===== src/design/icache_sram.sv =====
// single-port array with registered read, used for the tag ways and the line ways
// the entry type is chosen per instance

`timescale 1ns/1ps

module icache_sram #(
    parameter int unsigned DEPTH   = 128,
    parameter type         ENTRY_T = logic [31:0]
) (
    input  logic                     clk_i,
    input  logic                     en_i,
    input  logic                     we_i,
    input  logic [$clog2(DEPTH)-1:0] addr_i,
    input  ENTRY_T                   wdata_i,
    output ENTRY_T                   rdata_o
);

    ENTRY_T mem [DEPTH];

    // read data holds until the next read
    always_ff @(posedge clk_i) begin
        if (en_i) begin
            if (we_i) begin
                mem[addr_i] <= wdata_i;
            end else begin
                rdata_o <= mem[addr_i];
            end
        end
    end

endmodule


===== config.mk =====
export PLATFORM = sky130hd
export DESIGN_NAME = icache_sram
export DESIGN_NICKNAME = d
export VERILOG_FILES = /design/src/design/icache_sram.sv
export SDC_FILE = /design/constraint.sdc
export NUM_CORES = 2
export LEC_CHECK = 0
export BUFFER_PORTS_ARGS = -buffer_cell sky130_fd_sc_hd__buf_2
export CORE_ASPECT_RATIO = 1.4
export CORE_UTILIZATION = 51
export CTS_CLUSTER_SIZE = 20
export DETAILED_ROUTE_END_ITERATION = 8
export GPL_ROUTABILITY_DRIVEN = 1
export PLACE_DENSITY_LB_ADDON = 0.15
export SYNTH_ARGS = -nofsm -noshare
export SYNTH_HDL_FRONTEND = slang
export SYNTH_SLANG_ARGS = --single-unit

===== constraint.sdc =====
create_clock -name clk_i -period 4.25 [get_ports clk_i]
set_input_delay 1.0625 -clock clk_i [delete_from_list [all_inputs] [get_ports clk_i]]
set_output_delay 1.0625 -clock clk_i [all_outputs]
set_load 0.01 [all_outputs]

== Word level (Yosys, flattened, before mapping) ==
Memories as Yosys holds them, arrays and structs flattened. A register that Yosys moved wholly into a read port is not among the register bits.
Index checks and enable logic that the tools add are counted.

* Memory bits (writable): 4096
* Input bits: 42
* Word-level logic and storage cells: 6
* Bits in registers: 0
* Memories kept: 1

* Bitwise logic cells: 1
* Muxes and demuxes: 3
* Reduce and logical (&&, ||, !) cells: 1

{| class="wikitable"
|+ Memory list
! memory !! words !! bits a word !! read ports !! clocked after memory_dff !! write ports !! RTL line !! text
|-
| mem || 128 || 32 || 1 || 1 || 1 || 18 || <nowiki>ENTRY_T mem [DEPTH];</nowiki>
|}

{| class="wikitable"
|+ Operator list
! operator !! count
|-
| $mux 1 || 3
|-
| $reduce_and 2->1 || 1
|-
| $not 1->1 || 1
|}

== Logic depth before layout (Yosys ltp) ==
* Depth after elaboration: 3
* Depth in mapped cells: 13

== Least setup slack after synthesis ==
OpenSTA, ideal clock, no wires.

* Path kind: input-to-reg
* Start: input port addr_i[1]
* End: memory mem[100][0] in the netlist's numbering (enable)
* Path slack: -0.289 ns
* Stages: 9
* Buffers on the path: 6
* Library setup time: 0.421 ns
* Arrival: 4.118 ns
* Data required time: 3.829 ns
* Path through: buf_4 > nor3b_2 > buf_2 > buf_2 > buf_2 > buf_1 > nand2_1 > clkbuf_1 > nor2_1

{| class="wikitable"
|+ RTL lines
! item !! RTL line !! text
|-
| from (decl) || 13 || <nowiki>input logic [$clog2(DEPTH)-1:0] addr_i,</nowiki>
|-
| to (decl) || 18 ||
|}

No word-level cell before the write port.

==> qor.yml <==
status: "finished, violations left"
violations: "setup timing"
numCtsBuffers: 382
rsz0062_at_grt: "false"
required_ns: 4.92
place_hpwl_um: 358000
finalCriticalPeriod_ns: 4.44
final_area_um2: 186000
nets: 9826
setup_viol: 2
grt_pass1_vias: 94600
final_cell_mix: "4128 x edfxtp_1, 763 x buf_4, 711 x a221oi_1"
leakagePower_nw: 58.9
critPathMaxFanout: 34
cts_setup_buffers: 0
powerDensity_nw_per_um2: 457
globalRouteOverflowTotal: 0
synth_area_leader_cell: "edfxtp_1"
drt_pass1_iterations: 8
post_drt_wl_per_cell_um: 39.2
ioPinCount: 74
viasPerCell: 6.90
io_buffers: 73
fp.coreArea_um2: 308000
clkSinkCount: 4128
insertion_delay_ns: 0.95
period_share: 1.05
grt_usage: 0.355
clock_skew_ns: 0.0406
die_w_um: 473
synth_seq_area_share: 0.784
start_util: 0.513
synth_nets: 9010
timing.final.ws_setup_ns: -0.195
cts_root_buf: "clkbuf_16"
route.detailed.drc: 0
cts_tree: "done"
grt_pass1_wl_um: 764000
vias: 98500
peakVddDrop_v: 0.000385
tightest_slew_ns: 1.41
synth_area_um2: 158000
cts_buffer_depth: 4
die_h_um: 661
rows: 241
ys.flop_type: "edfxtp_1"
drt_wl_total_um: 559000
cts_max_level: 5
final_common_cell: "edfxtp_1"
crit_arrival_ns: 5.12
hp-class: "primary input to register"
grt_antenna_before_repair: 60
end_kind: "register"
yosysTopAreaCellShare: 0.784
synth_cell_type_count: 70
start_kind: "primary input"
drive_gt1_frac: 0.217
gp_congestion: 0.987
syn_inst: 8968
timing.final.max_slew_violations: 0
syn2layout_area_growth_pct: 17.8
timing.fmax_mhz: 225
drt_iter0_drc: 16400
avgSynthCellArea_um2: 17.6
synth_area_leaders: "edfxtp_1 78%, a221oi_1 4.0%, a22oi_1 2.1%"
ant_nets: 0
max_slew_margin: 0.0480
ys_ff_latch: 4128
die_area_um2: 312000
hold_viol: 0
async_flop_share: 0
max_cap_violations: 0
clk_pin_slew_worst_paths_ns: 0.06
grt_max_degree: 129
path_class: "primary input to register"
placed_cell_area_um2: 174000
utilization: 0.604
synth_edf_count: 4128
yosysWarnings: 0
## logic make-up after synthesis
| kind of cell | Yosys count | synth area share |
|---|---|---|
| compound gates | 2747 | 0.128 |
| buf+inv | 717 | 0.0207 |
| simple gates | 811 | 0.0250 |
| flops | 4128 | 0.784 |
| mux | 565 | 0.0424 |
## critical path: stages
cell and delay, ns:
buf_8 0.32, nor2b_4 0.64, buf_12 0.29, buf_12 0.24, buf_4 0.23, o2bb2ai_1 0.17
a21oi_1 0.14, o21ai_0 0.81, a211oi_2 0.51, nor4_1 0.57
## cell type report
cell class | count | area, µm²
antenna | 35 | 87.6
clock buffer | 470 | 10000
clock inverter | 230 | 2180
fill | 22400 | 122000
inverter | 6 | 42.5
multi-input combinational | 4123 | 32000
sequential | 4128 | 124000
tap | 4131 | 5170
timing repair buffer | 1143 | 12800
## power breakdown
| group | total (mW) | switching (mW) | leakage (nW) | internal, mW |
|---|---|---|---|---|
| Clock | 34.3 | 15.1 | 5.96 | 19.2 |
| Sequential | 45.0 | 0.0780 | 37.1 | 44.9 |
| Combinational | 5.93 | 4.14 | 15.8 | 1.79 |
## layer usage
metal,part of all wire,global-route usage,up-vias
li1,-,-,39200
met1,0.35,0.451,51000
met2,0.46,0.553,6870
met3,0.12,0.0846,1359
met4,0.074,0.217,20
met5,0.00023,0,-
## state kept, by name, indices dropped and copies added (netlist names)
name and count:
mem 4096, rdata_o 32
## through the flow
step | TNS, ns | cells | hold slack, ns | worst slack [ns] | power, mW
after floorplan | -606.10 | 8968 | 0.648 | -0.289 | 48.0
after global placement | -10.22 | 13500 | 0.814 | -1.29 | 51.5
after detailed placement | -9.58 | 13500 | 0.838 | -1.10 | 51.6
after CTS | 0 | 14200 | 0.412 | 0.00657 | 85.1
after global routing | 0 | 14200 | 0.453 | 0.0365 | 86.8
final | -0.229 | 14300 | 0.456 | -0.195 | 85.2
## path summary, 6_finish.rpt
kind	from	to	slack [ns]	cells past startpoint
setup / recovery	addr_i[2]	rdata_o[24]	-0.19	10
hold / removal	wdata_i[4]	mem[26][4]	0.46	1
setup reg to reg	mem[86][7]	rdata_o[7]	1.03	6
hold reg to reg	mem[1][11]	rdata_o[11]	0.84	3
## timing repair
item                       CTS  global route
hold buffers                 0             0
gates resized for setup      2             1
setup endpoints to repair    2             1
hold endpoints to repair     0             0
## Yosys cell counts, types with 28 or more instances
master and count:
a22oi_1 447, buf_2 256, mux2_2 270, a222oi_1 46
o2bb2ai_1 56, and3_1 33, nand2_1 170, clkbuf_1 299
o22ai_1 140, buf_1 104, nor2b_1 139, mux4_2 48
a211oi_1 106, mux2_1 63, a21oi_1 416, nor3b_1 28
edfxtp_1 4128, a221oi_1 713, o211ai_1 60, mux2i_1 179
a221o_1 167, a22o_1 30, o21ai_0 361, buf_4 36
nor2_1 313
Note: power is estimated with default switching activity, not from simulation.
