## src/icache/icache_ctrl.sv

```systemverilog
// cache control FSM: translation retries, compare, line fill, replay and flush
// drives ready, response valid, translation request and fill request

`timescale 1ns/1ps

module icache_ctrl #(
    parameter int unsigned N_WAYS = 4
) (
    input  logic              clk_i,
    input  logic              rst_n_i,
    input  logic              flush_i,
    input  logic              req_accept_i,       // valid and ready from the core side
    input  logic              mmu_miss_i,         // registered MMU answer
    input  logic              mmu_xcpt_i,
    input  logic [N_WAYS-1:0] hit_i,              // per-way hit from the checker
    input  logic              ifill_resp_valid_i,
    output logic              ready_o,
    output logic              rd_en_o,
    output logic              wr_en_o,
    output logic              flush_en_o,
    output logic              treq_valid_o,
    output logic              ifill_req_valid_o,
    output logic              resp_valid_o
);

    typedef enum logic [2:0] {
        S_IDLE,
        S_TRANS,    // first MMU answer on its way
        S_CMP,      // MMU answer and arrays both valid
        S_FILL,     // waiting on the fill port
        S_WRITE,
        S_REPLAY,
        S_FLUSH
    } state_t;

    state_t state_q;
    state_t state_d;

    logic hit;
    logic cmp_done;     // translation resolved this cycle
    logic cmp_miss;     // resolved, no fault and no hit

    assign hit      = |hit_i;
    assign cmp_done = (state_q == S_CMP) && !mmu_miss_i;
    assign cmp_miss = cmp_done && !mmu_xcpt_i && !hit;

    // ------------------------------
    // outputs
    // ------------------------------
    assign ready_o    = (state_q == S_IDLE) && !flush_i;   // flush wins over a new request
    assign rd_en_o    = req_accept_i || (state_q == S_REPLAY);
    assign wr_en_o    = (state_q == S_WRITE);
    assign flush_en_o = (state_q == S_FLUSH);

    // also sent in S_TRANS, so that an MMU miss costs one cycle and not two
    assign treq_valid_o = req_accept_i
                       || (state_q == S_TRANS)
                       || ((state_q == S_CMP) && mmu_miss_i);

    // level from the compare cycle until the fill pulse
    assign ifill_req_valid_o = cmp_miss || (state_q == S_FILL);

    assign resp_valid_o = cmp_done && (mmu_xcpt_i || hit);

    // ------------------------------
    // next state
    // ------------------------------
    always_comb begin
        state_d = state_q;
        case (state_q)
            S_IDLE: begin
                if (req_accept_i) begin
                    state_d = S_TRANS;
                end else if (flush_i) begin
                    state_d = S_FLUSH;
                end
            end
            S_TRANS: begin
                state_d = S_CMP;
            end
            S_CMP: begin
                if (cmp_miss) begin
                    state_d = S_FILL;
                end else if (cmp_done) begin
                    state_d = S_IDLE;
                end
            end
            S_FILL: begin
                if (ifill_resp_valid_i) begin
                    state_d = S_WRITE;
                end
            end
            S_WRITE: begin
                state_d = S_REPLAY;
            end
            S_REPLAY: begin
                state_d = S_CMP;    // filled line comes back as a hit
            end
            S_FLUSH: begin
                state_d = S_IDLE;
            end
            default: begin
                state_d = S_IDLE;
            end
        endcase
    end

    always_ff @(posedge clk_i) begin
        if (!rst_n_i) begin
            state_q <= S_IDLE;
        end else begin
            state_q <= state_d;
        end
    end

endmodule

```

## config.mk

```make
export PLATFORM = sky130hd
export DESIGN_NAME = icache_ctrl
export DESIGN_NICKNAME = d
export VERILOG_FILES = /design/src/icache/icache_ctrl.sv
export SDC_FILE = /design/constraint.sdc
export NUM_CORES = 1
export LEC_CHECK = 0
export BUFFER_PORTS_ARGS = -buffer_cell sky130_fd_sc_hd__buf_4
export CAP_MARGIN = 20
export CELL_PAD_IN_SITES_DETAIL_PLACEMENT = 1
export CELL_PAD_IN_SITES_GLOBAL_PLACEMENT = 1
export CORE_AREA = 2 2 39 41
export DETAILED_ROUTE_END_ITERATION = 7
export DIE_AREA = 0 0 41 43
export GPL_ROUTABILITY_DRIVEN = 0
export PLACE_DENSITY_LB_ADDON = 0.1
export SLEW_MARGIN = 30
export SYNTH_ARGS = -nofsm -noshare
export SYNTH_HDL_FRONTEND = slang
export SYNTH_SLANG_ARGS = --single-unit
```

## constraint.sdc

```tcl
create_clock -name clk_i -period 2.4 [get_ports clk_i]
set_input_delay 0.12 -clock clk_i [delete_from_list [all_inputs] [get_ports clk_i]]
set_output_delay 0.12 -clock clk_i [all_outputs]
set_load 0.01 [all_outputs]
```

After elaboration in Yosys (flattened, before gate mapping)
Index checks and enable logic that the tools add are counted.

word-level totals
  flip-flop bits (word level) = 3
  latch bits = 0
  bits in writable memories = 0
  memory bits (read-only) = 0
  input port bits = 11
  output and inout bits = 7
  word-level logic and storage cells = 35
  memories kept = 0

operators by class
  $add $sub $neg = 0
  $mul = 0
  div/mod/pow operators = 0
  magnitude comparators = 0
  equal/unequal tests = 9
  shift-type cells = 0
  mux-type cells = 6
  bitwise logic cells = 0
  reduce and logical (&&, ||, !) cells = 19

operators with widths
  kind                                                              count
  3-bit two-way mux                                                 5
  3-bit case mux with 5 select lines                                1
  3-bit == test (second input constant)                             3
  3-bit by 2-bit == test with 1-bit output (second input constant)  2
  1-bit logical AND                                                 6
  3-bit inequality test (second input constant)                     2
  1-bit logical OR                                                  5
  1-bit zero test                                                   4
  4-bit OR reduction                                                1
  3-bit by 1-bit == test with 1-bit output (second input constant)  1
  3-bit zero test                                                   1
  3-bit AND reduction                                               1
  2-bit inequality test (second input constant)                     1
  2-bit OR reduction                                                1

Depth between registers and ports, before layout
  word-level depth = 6
  depth in mapped cells = 4
  gate-level depth less buffers = 3

Least setup slack after synthesis
OpenSTA, ideal clock, no wires.

  path kind = reg2reg
  start = register state_q[0]
  end = register state_q[1]
  setup time = 0.124 ns
  arrival = 1.089 ns
  data required time = 2.276 ns
  path slack = 1.188 ns
  stages on the path, launching flop included = 5
  path buffers = 1
  period minus slack after synthesis = 1.212 ns
  path through = dfxtp_1 -> buf_6 -> or4_4 -> o21ai_2 -> a31oi_1

between the ends
  longest elaborated chain between the ends = 6
  elaborated cells on any way between the ends = 16
  classes of those cells = eq/ne (8); mux (2); reduce/logical (6)

RTL lines
  what                                                                              RTL line  source
  start, declared                                                                   36        state_t state_q;
  start signal, assigned                                                            112       state_q <= state_d;
  3-bit by 2-bit == test with 1-bit output                                          44, 70
  1-bit logical AND                                                                 44        assign cmp_done = (state_q == S_CMP) && !mmu_miss_i;
  1-bit logical AND (2 in a row)                                                    45        assign cmp_miss = cmp_done && !mmu_xcpt_i && !hit;
  3-bit two-way mux / 3-bit inequality test (equally long branches)                 -
  3-bit case mux with 5 select lines / 3-bit AND reduction (equally long branches)  -

Several ways; a longest one is shown, not always the timed one.
A chain may end at the register's enable or synchronous reset.

Final worst setup path
  start = register state_q[1]
  end = output port ifill_req_valid_o

between the ends
  longest elaborated chain between the ends = 5
  elaborated cells on any way between the ends = 6
  classes of those cells = eq/ne (2); reduce/logical (4)

RTL lines
  what                                      RTL line  source
  3-bit by 2-bit == test with 1-bit output  44
  1-bit logical AND                         44
  1-bit logical AND (2 in a row)            45
  1-bit logical OR *                        61        assign ifill_req_valid_o = cmp_miss || (state_q == S_FILL);
  end, declared                             22        output logic ifill_req_valid_o,

Every way passes the cells marked *; elsewhere a longest branch is shown, timed or not.

==> metrics.txt <==
run status complete, no violations; Max Transition Viols Final 0; Final WS setup 0.859 ns; R2R depth 3; final hold viol count 0; setup bufs post-CTS 0; Syn Area/Cell 7.47 um^2; clock buffer count from CTS 3; min-delay src rst_n_i; Max Cap Viol 0; Slew headroom 75.7%; Final Core Density 31.0%; Seq cells post-synth 3; FF-to-FF End state_q[1]; Critical Path Fanout Max 11; P&R area growth vs syn 55.2%; port buffer count 17; nature of the critical path startpoint register; largest net degree at the start of global routing 12; FMAX 649 MHz; floorplan core area 0.00138 mm^2; layout cell share with drive strength beyond 1 41.8%; setup-violating endpoint count in the final report 0; CTS root buf clkbuf_4; CTS clk-pin slew, worst paths 0.04 ns; CP Class reg -> out; Via Count 330; GRT Residual Overflow 0; Tmin final 1.54 ns; crit-path cells nor4b_2 -> nand3_1 -> nand2_1 -> buf_4; Num Clock Sinks 3; sequential fraction of the synthesis area 21.7%; CP Data Required Time 2.28 ns; Starting Density 20.0%; initial antenna violation count 0; gr usage total 12.1%; Synth Warn # 0; first drt pass iteration count 2; Worst path slowest cell dfxtp_1; Antenna Nets Post-Route 0; worst skew pair latency 0.23 ns; RSZ-0062 raised after global routing no; Hold Buf Count CTS 0; PwrDens 544 mW/mm^2; Synth cell types 22; global-route wire length before repair 1.44 mm; post-CTS sizing 0; cell leakage power 0.196 nW; Antenna Cells 0; Clock Tree Buf Depth 2; DRT iter0 DRCs 1; vias in the first global route 348; Final Skew 0.00419 ns; H-tree depth 1; # fillers 177; synthesized area 277 um^2; Worst path max stage delay 0.53 ns; Worst R2R Setup Slack 1.10 ns; chip height 43 um; max FFs per register 3; Synth Net Count 48; Critical Path End Type output pin; worst hold path type in -> reg; commonest non-fill, non-tap cell in the layout buf_4; R2R Path Start state_q[0]; Fin Setup TNS 0 ns; worst hold slack 0.150 ns; row count 14; peak supply drop 0.000147 V; drt drc 0; Slew @ Worst Pin 0.363 ns; CTS tree done; Worst Setup SP state_q[1]; die area 0.00176 mm^2; hold path endpoint state_q[1]; Tot Pwr 0.000233 W; hold depth 3; Final Net Count 67; worst path arrival time 1.42 ns; # IOs 18; Final period util 64.2%; Largest regs state_q x3; dpl ws 1.11 ns; drt via density 4.65; final WL 878 um; Syn Inst Count 37; Largest Register state_q; routed length per placed instance 12.4 um; die width 41 um
-- cells in the mapped netlist --
library cell  n  share of area, %
dfxtp_1       3                22
o21ai_2       1               3.2
a21o_1        1               2.7
buf_6         1               4.1
buf_2         2               3.6
a21oi_1       1               1.8
nor2b_1       3               6.8
nor2_1        3               4.1
nor3_1        3               5.4
nor4b_2       1               5.4
or4_4         1               4.1
nand3_1       1               1.8
o32a_1        1               3.6
inv_1         2               2.7
nand2_1       2               2.7
a31oi_1       2               4.5
and2_1        1               2.3
nand3b_1      1               2.7
o21bai_1      1               2.7
o21ai_0       2               3.6
nand4_1       1               2.3
a21boi_0      3               8.1
-- power by group --
group	switching (W)	internal (W)	total, W	leakage (nW)
logic	0.0000299	0.0000426	0.0000725	0.156
clock network	0.0000262	0.0000623	0.0000885	0.0150
registers	0.0000164	0.0000559	0.0000723	0.0248
total	0.0000725	0.000161	0.000233	0.196
-- metrics by stage --
step                      std cells  area (um^2)
after floorplan                  37          277
after global placement           67          403
after detailed placement         67          403
after CTS                        71          429
after global routing             71          429
final                            71          429
-- critical path: cells and delay by family (launching register included) --
| kind | cells | cell delay (ns) |
|---|---|---|
| buffers and inverters | 1 | 0.11 |
| flip-flops | 1 | 0.53 |
| AND/OR/NAND/NOR | 3 | 0.55 |
-- how the worst max path moves through the flow --
stage	end	cells past startpoint
final	ifill_req_valid_o	4
after global routing	ifill_req_valid_o	4
after CTS	resp_valid_o	3
after detailed placement	state_q[1]	3
after global placement	state_q[1]	3
after floorplan	state_q[1]	4
-- layout make-up --
| cell class | instances | area [um^2] | area share, % |
|---|---|---|---|
| clock buffers | 4 | 26.3 | 6.12 |
| inverters | 2 | 7.51 | 1.75 |
| multi-input cells | 29 | 188 | 43.7 |
| flip-flops and latches | 3 | 60.1 | 14.0 |
| well taps | 16 | 20.0 | 4.66 |
| repair buffers | 17 | 128 | 29.7 |
-- metal layers --
| metal | track usage [%] | part of all wire (%) | routed length [um] | vias up |
|---|---|---|---|---|
| li1 | - | - | - | 169 |
| met1 | 14.6 | 43 | 375 | 151 |
| met2 | 17.5 | 53 | 467 | 10 |
| met3 | 2.09 | 4.0 | 35 | 0 |
| met4 | 10.0 | 0 | 0 | 0 |
| met5 | 0 | 0 | 0 | - |
-- cells by family (layout without fill, tap and decap cells) --
logic type	Yosys count	in the layout	synth area share (%)
and+or+nand+nor	17	17	37.6
AOI/OAI and AO/OA	12	12	30.3
buffers and inverters	5	23	10.4
DFF	3	3	21.7
Note: power is estimated with default switching activity, not from simulation.
