--- src/common/icache_pkg.sv ---
// shared widths, line geometry and packed structs for the instruction cache
// referenced by scoped name from every cache module

package icache_pkg;

    // ------------------------------
    // address split
    // ------------------------------
    localparam int unsigned ADDR_SIZE     = 40;                       // vaddr and paddr
    localparam int unsigned IDX_BITS_SIZE = 12;                       // page offset
    localparam int unsigned VPN_BITS_SIZE = ADDR_SIZE - IDX_BITS_SIZE;
    localparam int unsigned PPN_BITS_SIZE = ADDR_SIZE - IDX_BITS_SIZE; // also the tag

    // ------------------------------
    // line geometry
    // ------------------------------
    localparam int unsigned LINE_BYTES     = 32;
    localparam int unsigned LINE_BITS      = LINE_BYTES * 8;
    localparam int unsigned OFFSET_WIDTH   = $clog2(LINE_BYTES);
    localparam int unsigned SET_IDX_WIDTH  = IDX_BITS_SIZE - OFFSET_WIDTH; // index fits in page
    localparam int unsigned N_SETS         = 1 << SET_IDX_WIDTH;
    localparam int unsigned FETCH_WIDTH    = 128;
    localparam int unsigned WORDS_PER_LINE = LINE_BITS / FETCH_WIDTH;

    typedef logic [LINE_BITS-1:0]     line_t;
    typedef logic [PPN_BITS_SIZE-1:0] tag_t;

    // ------------------------------
    // core side
    // ------------------------------
    typedef struct packed {
        logic [VPN_BITS_SIZE-1:0] vpn;
        logic [IDX_BITS_SIZE-1:0] idx;
    } ireq_t;

    typedef struct packed {
        logic [FETCH_WIDTH-1:0] data;
        logic [ADDR_SIZE-1:0]   vaddr;
        logic                   xcpt;   // translation fault, data is zero
    } iresp_t;

    // ------------------------------
    // MMU side
    // ------------------------------
    // miss means the MMU has no answer yet and the
    // request has to be sent again
    typedef struct packed {
        logic                     miss;
        logic [PPN_BITS_SIZE-1:0] ppn;
        logic                     xcpt;
    } mmu_tresp_t;

endpackage

--- src/icache/icache_replace.sv ---
// per-set valid bits and victim choice for the fill write
// lowest invalid way first, otherwise the set's round-robin pointer

`timescale 1ns/1ps

module icache_replace #(
    parameter int unsigned N_WAYS = 4
) (
    input  logic                                   clk_i,
    input  logic                                   rst_n_i,
    input  logic [icache_pkg::SET_IDX_WIDTH-1:0]   set_i,
    input  logic                                   wr_en_i,
    input  logic                                   flush_en_i,
    output logic [N_WAYS-1:0]                      valid_bits_o,
    output logic [$clog2(N_WAYS)-1:0]              victim_way_o
);

    localparam int unsigned WAY_W = $clog2(N_WAYS);

    logic [icache_pkg::SET_IDX_WIDTH-1:0] set_q;
    logic [N_WAYS-1:0]                    valid_q  [icache_pkg::N_SETS];
    logic [WAY_W-1:0]                     rr_ptr_q [icache_pkg::N_SETS];
    logic [WAY_W-1:0]                     rr_ptr_next;

    assign valid_bits_o = valid_q[set_q];

    // walk down so the lowest invalid way is the last one taken
    always_comb begin
        victim_way_o = rr_ptr_q[set_q];
        for (int w = N_WAYS - 1; w >= 0; w--) begin
            if (!valid_q[set_q][w]) begin
                victim_way_o = WAY_W'(w);
            end
        end
    end

    assign rr_ptr_next = (rr_ptr_q[set_q] == WAY_W'(N_WAYS - 1)) ? '0
                                                                 : rr_ptr_q[set_q] + 1'b1;

    always_ff @(posedge clk_i) begin
        if (!rst_n_i) begin
            set_q <= '0;
            for (int s = 0; s < icache_pkg::N_SETS; s++) begin
                valid_q[s]  <= '0;
                rr_ptr_q[s] <= '0;
            end
        end else begin
            set_q <= set_i;
            if (flush_en_i) begin
                for (int s = 0; s < icache_pkg::N_SETS; s++) begin
                    valid_q[s] <= '0;   // pointers keep their place
                end
            end else if (wr_en_i) begin
                valid_q[set_q][victim_way_o] <= 1'b1;
                rr_ptr_q[set_q]              <= rr_ptr_next;
            end
        end
    end

endmodule

--- config.mk ---
export PLATFORM = sky130hd
export DESIGN_NAME = icache_replace
export DESIGN_NICKNAME = d
export VERILOG_FILES = /design/src/common/icache_pkg.sv /design/src/icache/icache_replace.sv
export SDC_FILE = /design/constraint.sdc
export NUM_CORES = 1
export LEC_CHECK = 0
export BUFFER_PORTS_ARGS = -buffer_cell sky130_fd_sc_hd__buf_2
export CAP_MARGIN = 25
export CORE_ASPECT_RATIO = 1.5
export CORE_MARGIN = 4
export CORE_UTILIZATION = 63
export CTS_CLUSTER_DIAMETER = 150
export DETAILED_ROUTE_END_ITERATION = 10
export PLACE_DENSITY = 0.76
export SETUP_SLACK_MARGIN = 0.4
export SLEW_MARGIN = 25
export SYNTH_ARGS = -nofsm -noshare
export SYNTH_HDL_FRONTEND = slang
export SYNTH_SLANG_ARGS = --single-unit
--- constraint.sdc ---
create_clock -name clk_i -period 4.8 [get_ports clk_i]
set_input_delay 0.72 -clock clk_i [delete_from_list [all_inputs] [get_ports clk_i]]
set_output_delay 0.72 -clock clk_i [all_outputs]
set_load 0.01 [all_outputs]
== Word level (Yosys, flattened, before mapping) ==
Memories as Yosys holds them, arrays and structs flattened. A register that Yosys moved wholly into a read port is not among the register bits.
Index checks and enable logic that the tools add are counted.

* $add $sub $neg: 1
* $mul: 0
* Div/mod/pow operators: 0
* $lt $le $gt $ge: 2
* Eq/ne operators: 1
* Shift-type cells: 0
* Multiplexer cells: 152
* Bitwise gates (word level): 128
* Reduce and logical (&&, ||, !) cells: 3

{| class="wikitable"
|+ Operator list
! operator !! number
|-
| two-way mux 4 bit || 131
|-
| bitwise OR 1 bit || 128
|-
| two-way mux 7 bit || 4
|-
| two-way mux 2 bit || 6
|-
| two-way mux 1 bit || 10
|-
| OR reduction 4 bit || 1
|-
| less-than comparator 2 x 3 -> 1 bit, second input constant || 1
|-
| adder 2 x 1 -> 2 bit, second input constant || 1
|-
| demux 1 bit (select 2 bit) || 1
|-
| == test 2 bit, second input constant || 1
|-
| greater-or-equal comparator 2 x 1 -> 1 bit, second input constant || 1
|-
| OR reduction 2 bit || 1
|-
| logical AND 1 bit || 1
|}

* Flip-flop bits (word level): 7
* Bits in latches: 0
* Bits in writable memories: 768
* Bits in read-only memories: 0
* Input bits: 11
* Output and inout bits: 6
* Word-level logic and storage cells: 290
* Memories: 2

{| class="wikitable"
|+ Memory list
! memory !! words !! width !! rd ports !! clocked after memory_dff !! write ports !! line !! text
|-
| valid_q || 128 || 4 || 1 || 1 || 128 || icache_replace.sv:21 || <nowiki>logic [N_WAYS-1:0] valid_q [icache_pkg::N_SETS];</nowiki>
|-
| rr_ptr_q || 128 || 2 || 1 || 1 || 128 || icache_replace.sv:22 || <nowiki>logic [WAY_W-1:0] rr_ptr_q [icache_pkg::N_SETS];</nowiki>
|}

== Longest topological paths before layout ==
Gate-level depths: netlist of run 1.

* Word-level depth: 11
* Mapped depth: 16
* Gate-level depth less buffers: 10

== Worst setup path after synthesis of run 1 ==
Ideal clock, no wire load.

* Path type: reg-to-reg
* Start: reg set_q[0] (netlist bit)
* End: mem rr_ptr_q[108][1] (netlist bit) (data pin)
* Setup time: 0.266 ns
* Arrival time: 3.191 ns
* Data required time: 4.534 ns
* Setup slack: 1.343 ns
* Cell stages (with the launch flop): 16
* Path buffers: 5
* Period minus slack after synthesis: 3.457 ns
* Path through: dfxtp_1 > buf_4 > buf_6 > buf_2 > mux2i_1 > a22oi_1 > a21oi_1 > a31oi_1 > mux4_2 > mux2i_1 > inv_1 > ha_1 > inv_1 > clkbuf_1 > clkbuf_1 > nor2_1

{| class="wikitable"
|+ RTL lines
! element !! line !! text
|-
| start, declared || icache_replace.sv:20 || <nowiki>logic [icache_pkg::SET_IDX_WIDTH-1:0] set_q;</nowiki>
|-
| start signal, assigned || icache_replace.sv:48 || <nowiki>set_q <= set_i;</nowiki>
|-
| end, declared || icache_replace.sv:22 ||
|}

==> run_results.csv, run 1 <==
group,metric,value,unit
yosys,synth_edf_count,256,
setup_path,crit_required,4080,ps
setup_path,crit_arrival,3780,ps
yosys,synthMostInstantiatedCell,"nand2_1",
timing,worstMarginPinSlew,1160,ps
yosys,synthDistinctLibCells,58,
power_and_ir_drop,finalPower,14.0,mW
setup_path,crit_path_end_kind,"output port",
floorplan,num_io_pins,17,
timing,fin_crit_sh,93.8,%
yosys,yosys.area.top_type,"dfxtp_1",
timing,slew-limit-headroom,22.5,%
timing,finalHoldViolations,0,
floorplan,start_util,63.6,%
finish,drive_gt1_share,13.4,%
yosys,synthTopCellsByArea,"dfxtp_1, edfxtp_1, nand2_1",
worst_hold_path,hold_path_class,"input pin to register",
detailed_routing,via_per_inst,6.74,
timing,rsz0062_at_grt,"yes",
floorplan,design.core.area,50500,µm²
yosys,synth-seq-area-share,56.2,%
flow_run,maxCapViolCount,0,
grt,grt_max_degree,129,
grt,grt_usage,37.8,%
grt,grt_use_met2,58.8,%
clock_tree,clock_sinks,775,
placement,dpl.hpwl,65300,µm
clock_tree,cts_buffers,70,
finish,fillers,3564,
power_and_ir_drop,max-vdd-ir-drop,0.000299,V
setup_path,worstSetupPathType,"register to output port",
clock_tree,cts_max_level,3,
timing,min_period,4500,ps
detailed_routing,route.final.wire_length,105000,µm
setup_path,timing.rr.start,"set_q[1]",
yosys,synth_common_cells,"nand2_1, dfxtp_1, o21ai_0",
detailed_routing,firstDrtPassIters,8,
timing,fin_tns_setup,0,ps
finish,final_nets,3353,
floorplan,row_count,101,
yosys,synth.avg_cell_area,9.60,µm²
grt,grt_use_met3,9.54,%
timing,setup_viol,0,
detailed_routing,vias,27400,
grt,first_global_vias,26700,
power_and_ir_drop,power_density,383,nW/µm²
floorplan,chipWidth,193,µm
yosys,syn_nets,3364,
yosys,synth_area,32200,µm²
clock_tree,path_clk_slew,60,ps
yosys,ys_warn_count,0,
timing,fmax,0.222,GHz
worst_hold_path,whs_path_depth,2,
setup_path,r2r_setup_slack,650,ps
worst_hold_path,hold_start,"set_i[5]",
setup_path,reg2regPathDepth,15,
grt,top_usage_layer,"met2",
yosys,synth-seq-cells,775,
floorplan,fp.dieH,285,µm
placement,gp_congestion,0.978,
grt,antenna_found_initial,2,
setup_path,critPathLaunchType,"register",
yosys,synth_ff_type,"dfxtp_1",
detailed_routing,wire_per_inst,25.8,µm
floorplan,die_area,54800,µm²
detailed_routing,drc,0,
clock_tree,clock_latency,610,ps
grt,grt_pass1_wl,158000,µm
clock_tree,clk_path_buf_depth,3,
clock_tree,root_buffer,"clkbuf_16",
detailed_routing,drtIter0Drc,3878,
yosys,async_flop_share,0,%
timing,hold_slack,316,ps
power_and_ir_drop,p_leak,12.9,nW
placement,dpl.cell_count,3883,
finish,design_area,36500,µm²
finish,fin_cells,4071,
setup_path,cp_max_fo,14,
placement,port_buffers,16,
grt,grt-ovfl-total,0,
placement,placed_area,33100,µm²
detailed_routing,ant_nets,0,
outcome,status,"finished clean",
setup_path,r2r-end,"rr_ptr_q[91][1]",
yosys,synth_top_cell_area_share,32.3,%
timing,drv_slew,0,
worst_hold_path,hold_path_end,"set_q[5]",
finish,syn2layout_area_growth,13.3,%
grt,globalRouteMet1Util,46.3,%
timing,skew,24.6,ps
yosys,synthCells,3352,
clock_tree,cts_tree,"done",
[layout make-up]
cell class              instances  area (µm²)  share of cell area, %
diodes                          3        7.51                 0.0206
clock inverters                28         221                  0.607
well taps                     669         837                   2.30
repair buffers                184        2020                   5.55
multi-input cells            2299       13200                   36.3
flip-flops and latches        775       18100                   49.6
inverters                      11        43.8                  0.120
clock buffers                 102        2020                   5.53
[power by group]
part	total [mW]	internal (mW)	switching, mW
registers	6.87	6.84	0.0377
logic	1.52	0.444	1.08
clock network	5.58	3.06	2.52
total	14.0	10.3	3.64
[metal layers]
metal  up-vias  wire, µm
li1      11800         -
met3       547     12000
met5         -       138
met1     13200     35700
met4         4      8830
met2      1902     48400
[flip-flops by register name (all words and copies together) (netlist names)]
signal and flops:
valid_q 512, set_q 7, rr_ptr_q 256
[cells by family (layout without fill, tap and decap cells)]
logic type      count (synthesis)  count (layout)  synth area share (%)
compound gates                839             839                  15.3
fa+ha+maj                       1               1                0.0389
other cells                     0               3                     0
simple gates                 1239            1239                  15.0
mux                           220             220                  9.64
buf+inv                       278             325                  3.78
flops                         775             775                  56.2
[cell usage in the layout, fill, tap and decap left out, types with 19 or more instances in the layout]
| cell type | Yosys | layout |
|---|---|---|
| nand2_1 | 857 | 853 |
| dfxtp_1 | 519 | 514 |
| o21ai_0 | 389 | 387 |
| nor2_1 | 299 | 298 |
| edfxtp_1 | 256 | 256 |
| o21ai_1 | 151 | 153 |
| mux2i_1 | 131 | 126 |
| buf_4 | 12 | 119 |
| a22oi_1 | 79 | 77 |
| clkbuf_16 | 0 | 77 |
| mux4_2 | 70 | 70 |
| a221oi_1 | 58 | 56 |
| a21oi_1 | 47 | 42 |
| o22ai_1 | 34 | 31 |
| clkbuf_1 | 171 | 21 |
| buf_12 | 0 | 19 |
[worst max-delay path, cell delays in order (launching register included)]
cell and delay, ps:
dfxtp_4 350, buf_12 140, buf_16 170, and2_2 360, buf_4 210, a221oi_1 340
o21ai_0 160, o211ai_1 240, o311a_1 280, o32a_1 230, inv_1 200, a21oi_2 280
buf_2 180
[stage by stage]
| step | worst slack (ps) | util [%] |
|---|---|---|
| floorplan | 1340 | - |
| global placement | 460 | 65.6 |
| detailed placement | 452 | 65.6 |
| CTS | 394 | 71.4 |
| global route | 386 | 72.1 |
| finish | 297 | 72.1 |
[worst max path at each step]
| stage | depth (start not counted) | endpoint | from |
|---|---|---|---|
| after global placement | 11 | victim_way_o[0] | set_q[0] |
| after floorplan | 15 | rr_ptr_q[108][1] | set_q[0] |
| after CTS | 12 | victim_way_o[0] | set_q[0] |
| after detailed placement | 12 | rr_ptr_q[90][1] | set_q[0] |
| final | 12 | victim_way_o[0] | set_q[2] |
| after global routing | 13 | victim_way_o[1] | set_q[0] |
[timing repair]
action                                  in CTS  in global routing
setup buffers                               29                 15
pin swaps                                    6                 10
hold buffers                                 0                  0
cloned                                       7                  3
endpoints found under the setup margin       5                  4
gates resized for setup                     33                 39
No activity file was read; power rests on OpenSTA's default activity.
==> run 2, diff against run 1 <==
- ABC_AREA: not set -> 1
- CORE_MARGIN: 4 -> not set
- CORE_UTILIZATION: 63 -> 64
- PLACE_DENSITY: 0.76 -> 0.77
==> run_results.csv, run 2 <==
group,metric,value,unit
grt,grt_pass1_wl,172000,µm
floorplan,design.core.area,57800,µm²
setup_path,r2r_setup_slack,810,ps
floorplan,fp.dieH,298,µm
detailed_routing,firstDrtPassIters,6,
yosys,synth_area,37400,µm²
detailed_routing,drtIter0Drc,3807,
finish,final_nets,5328,
clock_tree,cts_tree,"done",
flow_run,maxCapViolCount,0,
detailed_routing,ant_nets,0,
grt,grt-ovfl-total,0,
grt,antenna_found_initial,1,
timing,fin_tns_setup,0,ps
yosys,synth_top_cell_area_share,27.8,%
setup_path,r2r-end,"valid_q[43][1]",
yosys,syn_nets,5525,
yosys,synth_ff_type,"dfxtp_1",
finish,antenna-diode-count,0,
finish,regMostFlops,"valid_q",
yosys,synthTopCellsByArea,"dfxtp_1, nand2_1, edfxtp_1",
yosys,synthCells,5513,
floorplan,start_util,64.7,%
timing,finalHoldViolations,0,
worst_hold_path,hold_start,"set_i[3]",
detailed_routing,via_per_inst,5.68,
finish,drive_gt1_share,5.49,%
finish,layout_common_cells,"nand2_1, nand3_1, nor2_1, dfxtp_1, inv_1",
timing,fmax,0.230,GHz
placement,port_buffers,16,
floorplan,chipWidth,199,µm
timing,setup_viol,0,
setup_path,crit_required,4080,ps
timing,worstMarginPinSlew,1050,ps
clock_tree,clock_latency,630,ps
worst_hold_path,hold_path_end,"set_q[3]",
setup_path,crit_arrival,3630,ps
grt,grt_usage,37.3,%
setup_path,cp_max_fo,56,
timing,slew-limit-headroom,29.9,%
worst_hold_path,hold_path_class,"input pin to register",
detailed_routing,drc,0,
detailed_routing,wire_per_inst,18.2,µm
setup_path,critPathLaunchType,"register",
yosys,synth-seq-cells,775,
grt,grt_max_degree,218,
floorplan,row_count,108,
grt,first_global_vias,32200,
finish,syn2layout_area_growth,7.87,%
power_and_ir_drop,p_leak,19.5,nW
yosys,synth_edf_count,256,
setup_path,reg2regPathDepth,17,
placement,gp_congestion,0.895,
clock_tree,clock_sinks,775,
finish,design_area,40400,µm²
clock_tree,clk_path_buf_depth,3,
clock_tree,path_clk_slew,60,ps
setup_path,timing.rr.start,"set_q[2]",
yosys,synthDistinctLibCells,23,
yosys,yosys.area.top_type,"dfxtp_1",
outcome,status,"finished clean",
timing,fin_crit_sh,90.6,%
power_and_ir_drop,power_density,348,nW/µm²
finish,top_regs,"valid_q: 512 flops, rr_ptr_q: 256 flops, set_q: 7 flops",
finish,largest_reg_flops,512,
finish,fillers,5103,
timing,rsz0062_at_grt,"yes",
worst_hold_path,whs_path_depth,3,
floorplan,die_area,59500,µm²
yosys,async_flop_share,0,%
clock_tree,cts_buffers,74,
finish,final_common_cell,"nand2_1",
setup_path,crit_path_end_kind,"output port",
yosys,synthMostInstantiatedCell,"nand2_1",
timing,min_period,4350,ps
detailed_routing,route.final.wire_length,112000,µm
detailed_routing,vias,34900,
clock_tree,root_buffer,"clkbuf_16",
placement,placed_area,37800,µm²
timing,drv_slew,0,
setup_path,worstSetupPathType,"register to output port",
floorplan,num_io_pins,17,
clock_tree,cts_max_level,3,
yosys,synth.avg_cell_area,6.79,µm²
placement,dpl.hpwl,64900,µm
yosys,ys_warn_count,0,
timing,skew,18.7,ps
power_and_ir_drop,max-vdd-ir-drop,0.000313,V
yosys,synth-seq-area-share,48.3,%
yosys,synth_common_cells,"nand2_1, nand3_1, nor2_1",
==> run 2: cell count changes in the layout (fill, tap and decap cells not counted), sizes merged, moves of 79 or more <==
| cell | change |
|---|---|
| a22oi | -79 |
| inv | +287 |
| mux2i | -131 |
| nand2 | +1768 |
| nand3 | +648 |
| nor2 | +300 |
| o21ai | -491 |
==> run 2: worst max-delay path: stages, from the launching register on <==
cell and delay [ps]:
dfxtp_4 630, clkinv_2 210, buf_12 270, nand2_1 120, nand2_1 60, nand2_1 50, nand2_1 90, nand2_1 80
nand2_1 210, o21ai_1 330, nand2_1 90, nor2_1 160, inv_1 180, a21oi_4 260, buf_2 210
==> run 2: per-stage QoR <==
step / power [mW] / hold WS, ps / utilization (%) / worst slack (ps) / cells
2_1_floorplan: 7.72 / 418 / - / 1890 / 5513
3_3_place_gp: 8.13 / 427 / 65.4 / 809 / 6002
3_5_place_dp: 8.15 / 431 / 65.4 / 767 / 6002
4_1_cts: 14.0 / 272 / 69.6 / 412 / 6140
5_1_grt: 14.4 / 290 / 69.8 / 382 / 6146
6_report: 14.0 / 289 / 69.8 / 449 / 6146
==> run 2: cell families (layout without fill, tap and decap cells) <==
| group | after synthesis | in the layout | share of synthesized area (%) |
|---|---|---|---|
| and+or+nand+nor | 3959 | 3959 | 42.4 |
| DFF | 775 | 775 | 48.3 |
| buffers and inverters | 684 | 547 | 7.75 |
| adders and majority gates | 1 | 1 | 0.0334 |
| AOI/OAI and AO/OA | 94 | 94 | 1.51 |
==> run 2: worst max-delay path by stage <==
stage          slack (ps)  depth (start not counted)      from         endpoint
2_1_floorplan        1890                         18  set_q[0]  victim_way_o[0]
3_3_place_gp          810                         17  set_q[0]   rr_ptr_q[9][0]
3_5_place_dp          770                         17  set_q[1]  rr_ptr_q[29][0]
4_1_cts               410                         16  set_q[2]  victim_way_o[0]
5_1_grt               380                         17  set_q[0]  victim_way_o[0]
6_report              450                         14  set_q[1]  victim_way_o[0]
==> run 2: timing repair <==
action | 4_1_cts | 5_1_grt
resized for setup | 2 | 10
cloned | 0 | 2
hold endpoints to repair | 0 | 0
buffers inserted | 2 | 4
hold buffers | 0 | 0
setup endpoints to repair | 2 | 2
==> run 2: cell type report <==
class,instances,area [µm²],share of cell area [%]
well taps,770,963,2.39
multi-input cells,4054,16500,40.9
repair inverters,1,16.3,0.0403
flip-flops and latches,775,18100,44.8
repair buffers,101,1150,2.86
clock inverters,33,260,0.644
inverters,309,1190,2.95
clock buffers,103,2180,5.41
==> run 2: power by group <==
part | leakage, nW | switching (mW) | internal [mW]
Combinational | 11.4 | 0.931 | 0.256
Clock | 1.21 | 2.59 | 3.40
Sequential | 6.83 | 0.0345 | 6.83
==> run 2: per-layer routing <==
metal	vias up	global-route usage (%)	wire [µm]
met5	-	0	0
met4	0	25.2	8150
met1	16000	45.3	41000
li1	16700	-	-
met2	1788	60.9	52500
met3	447	5.38	10200
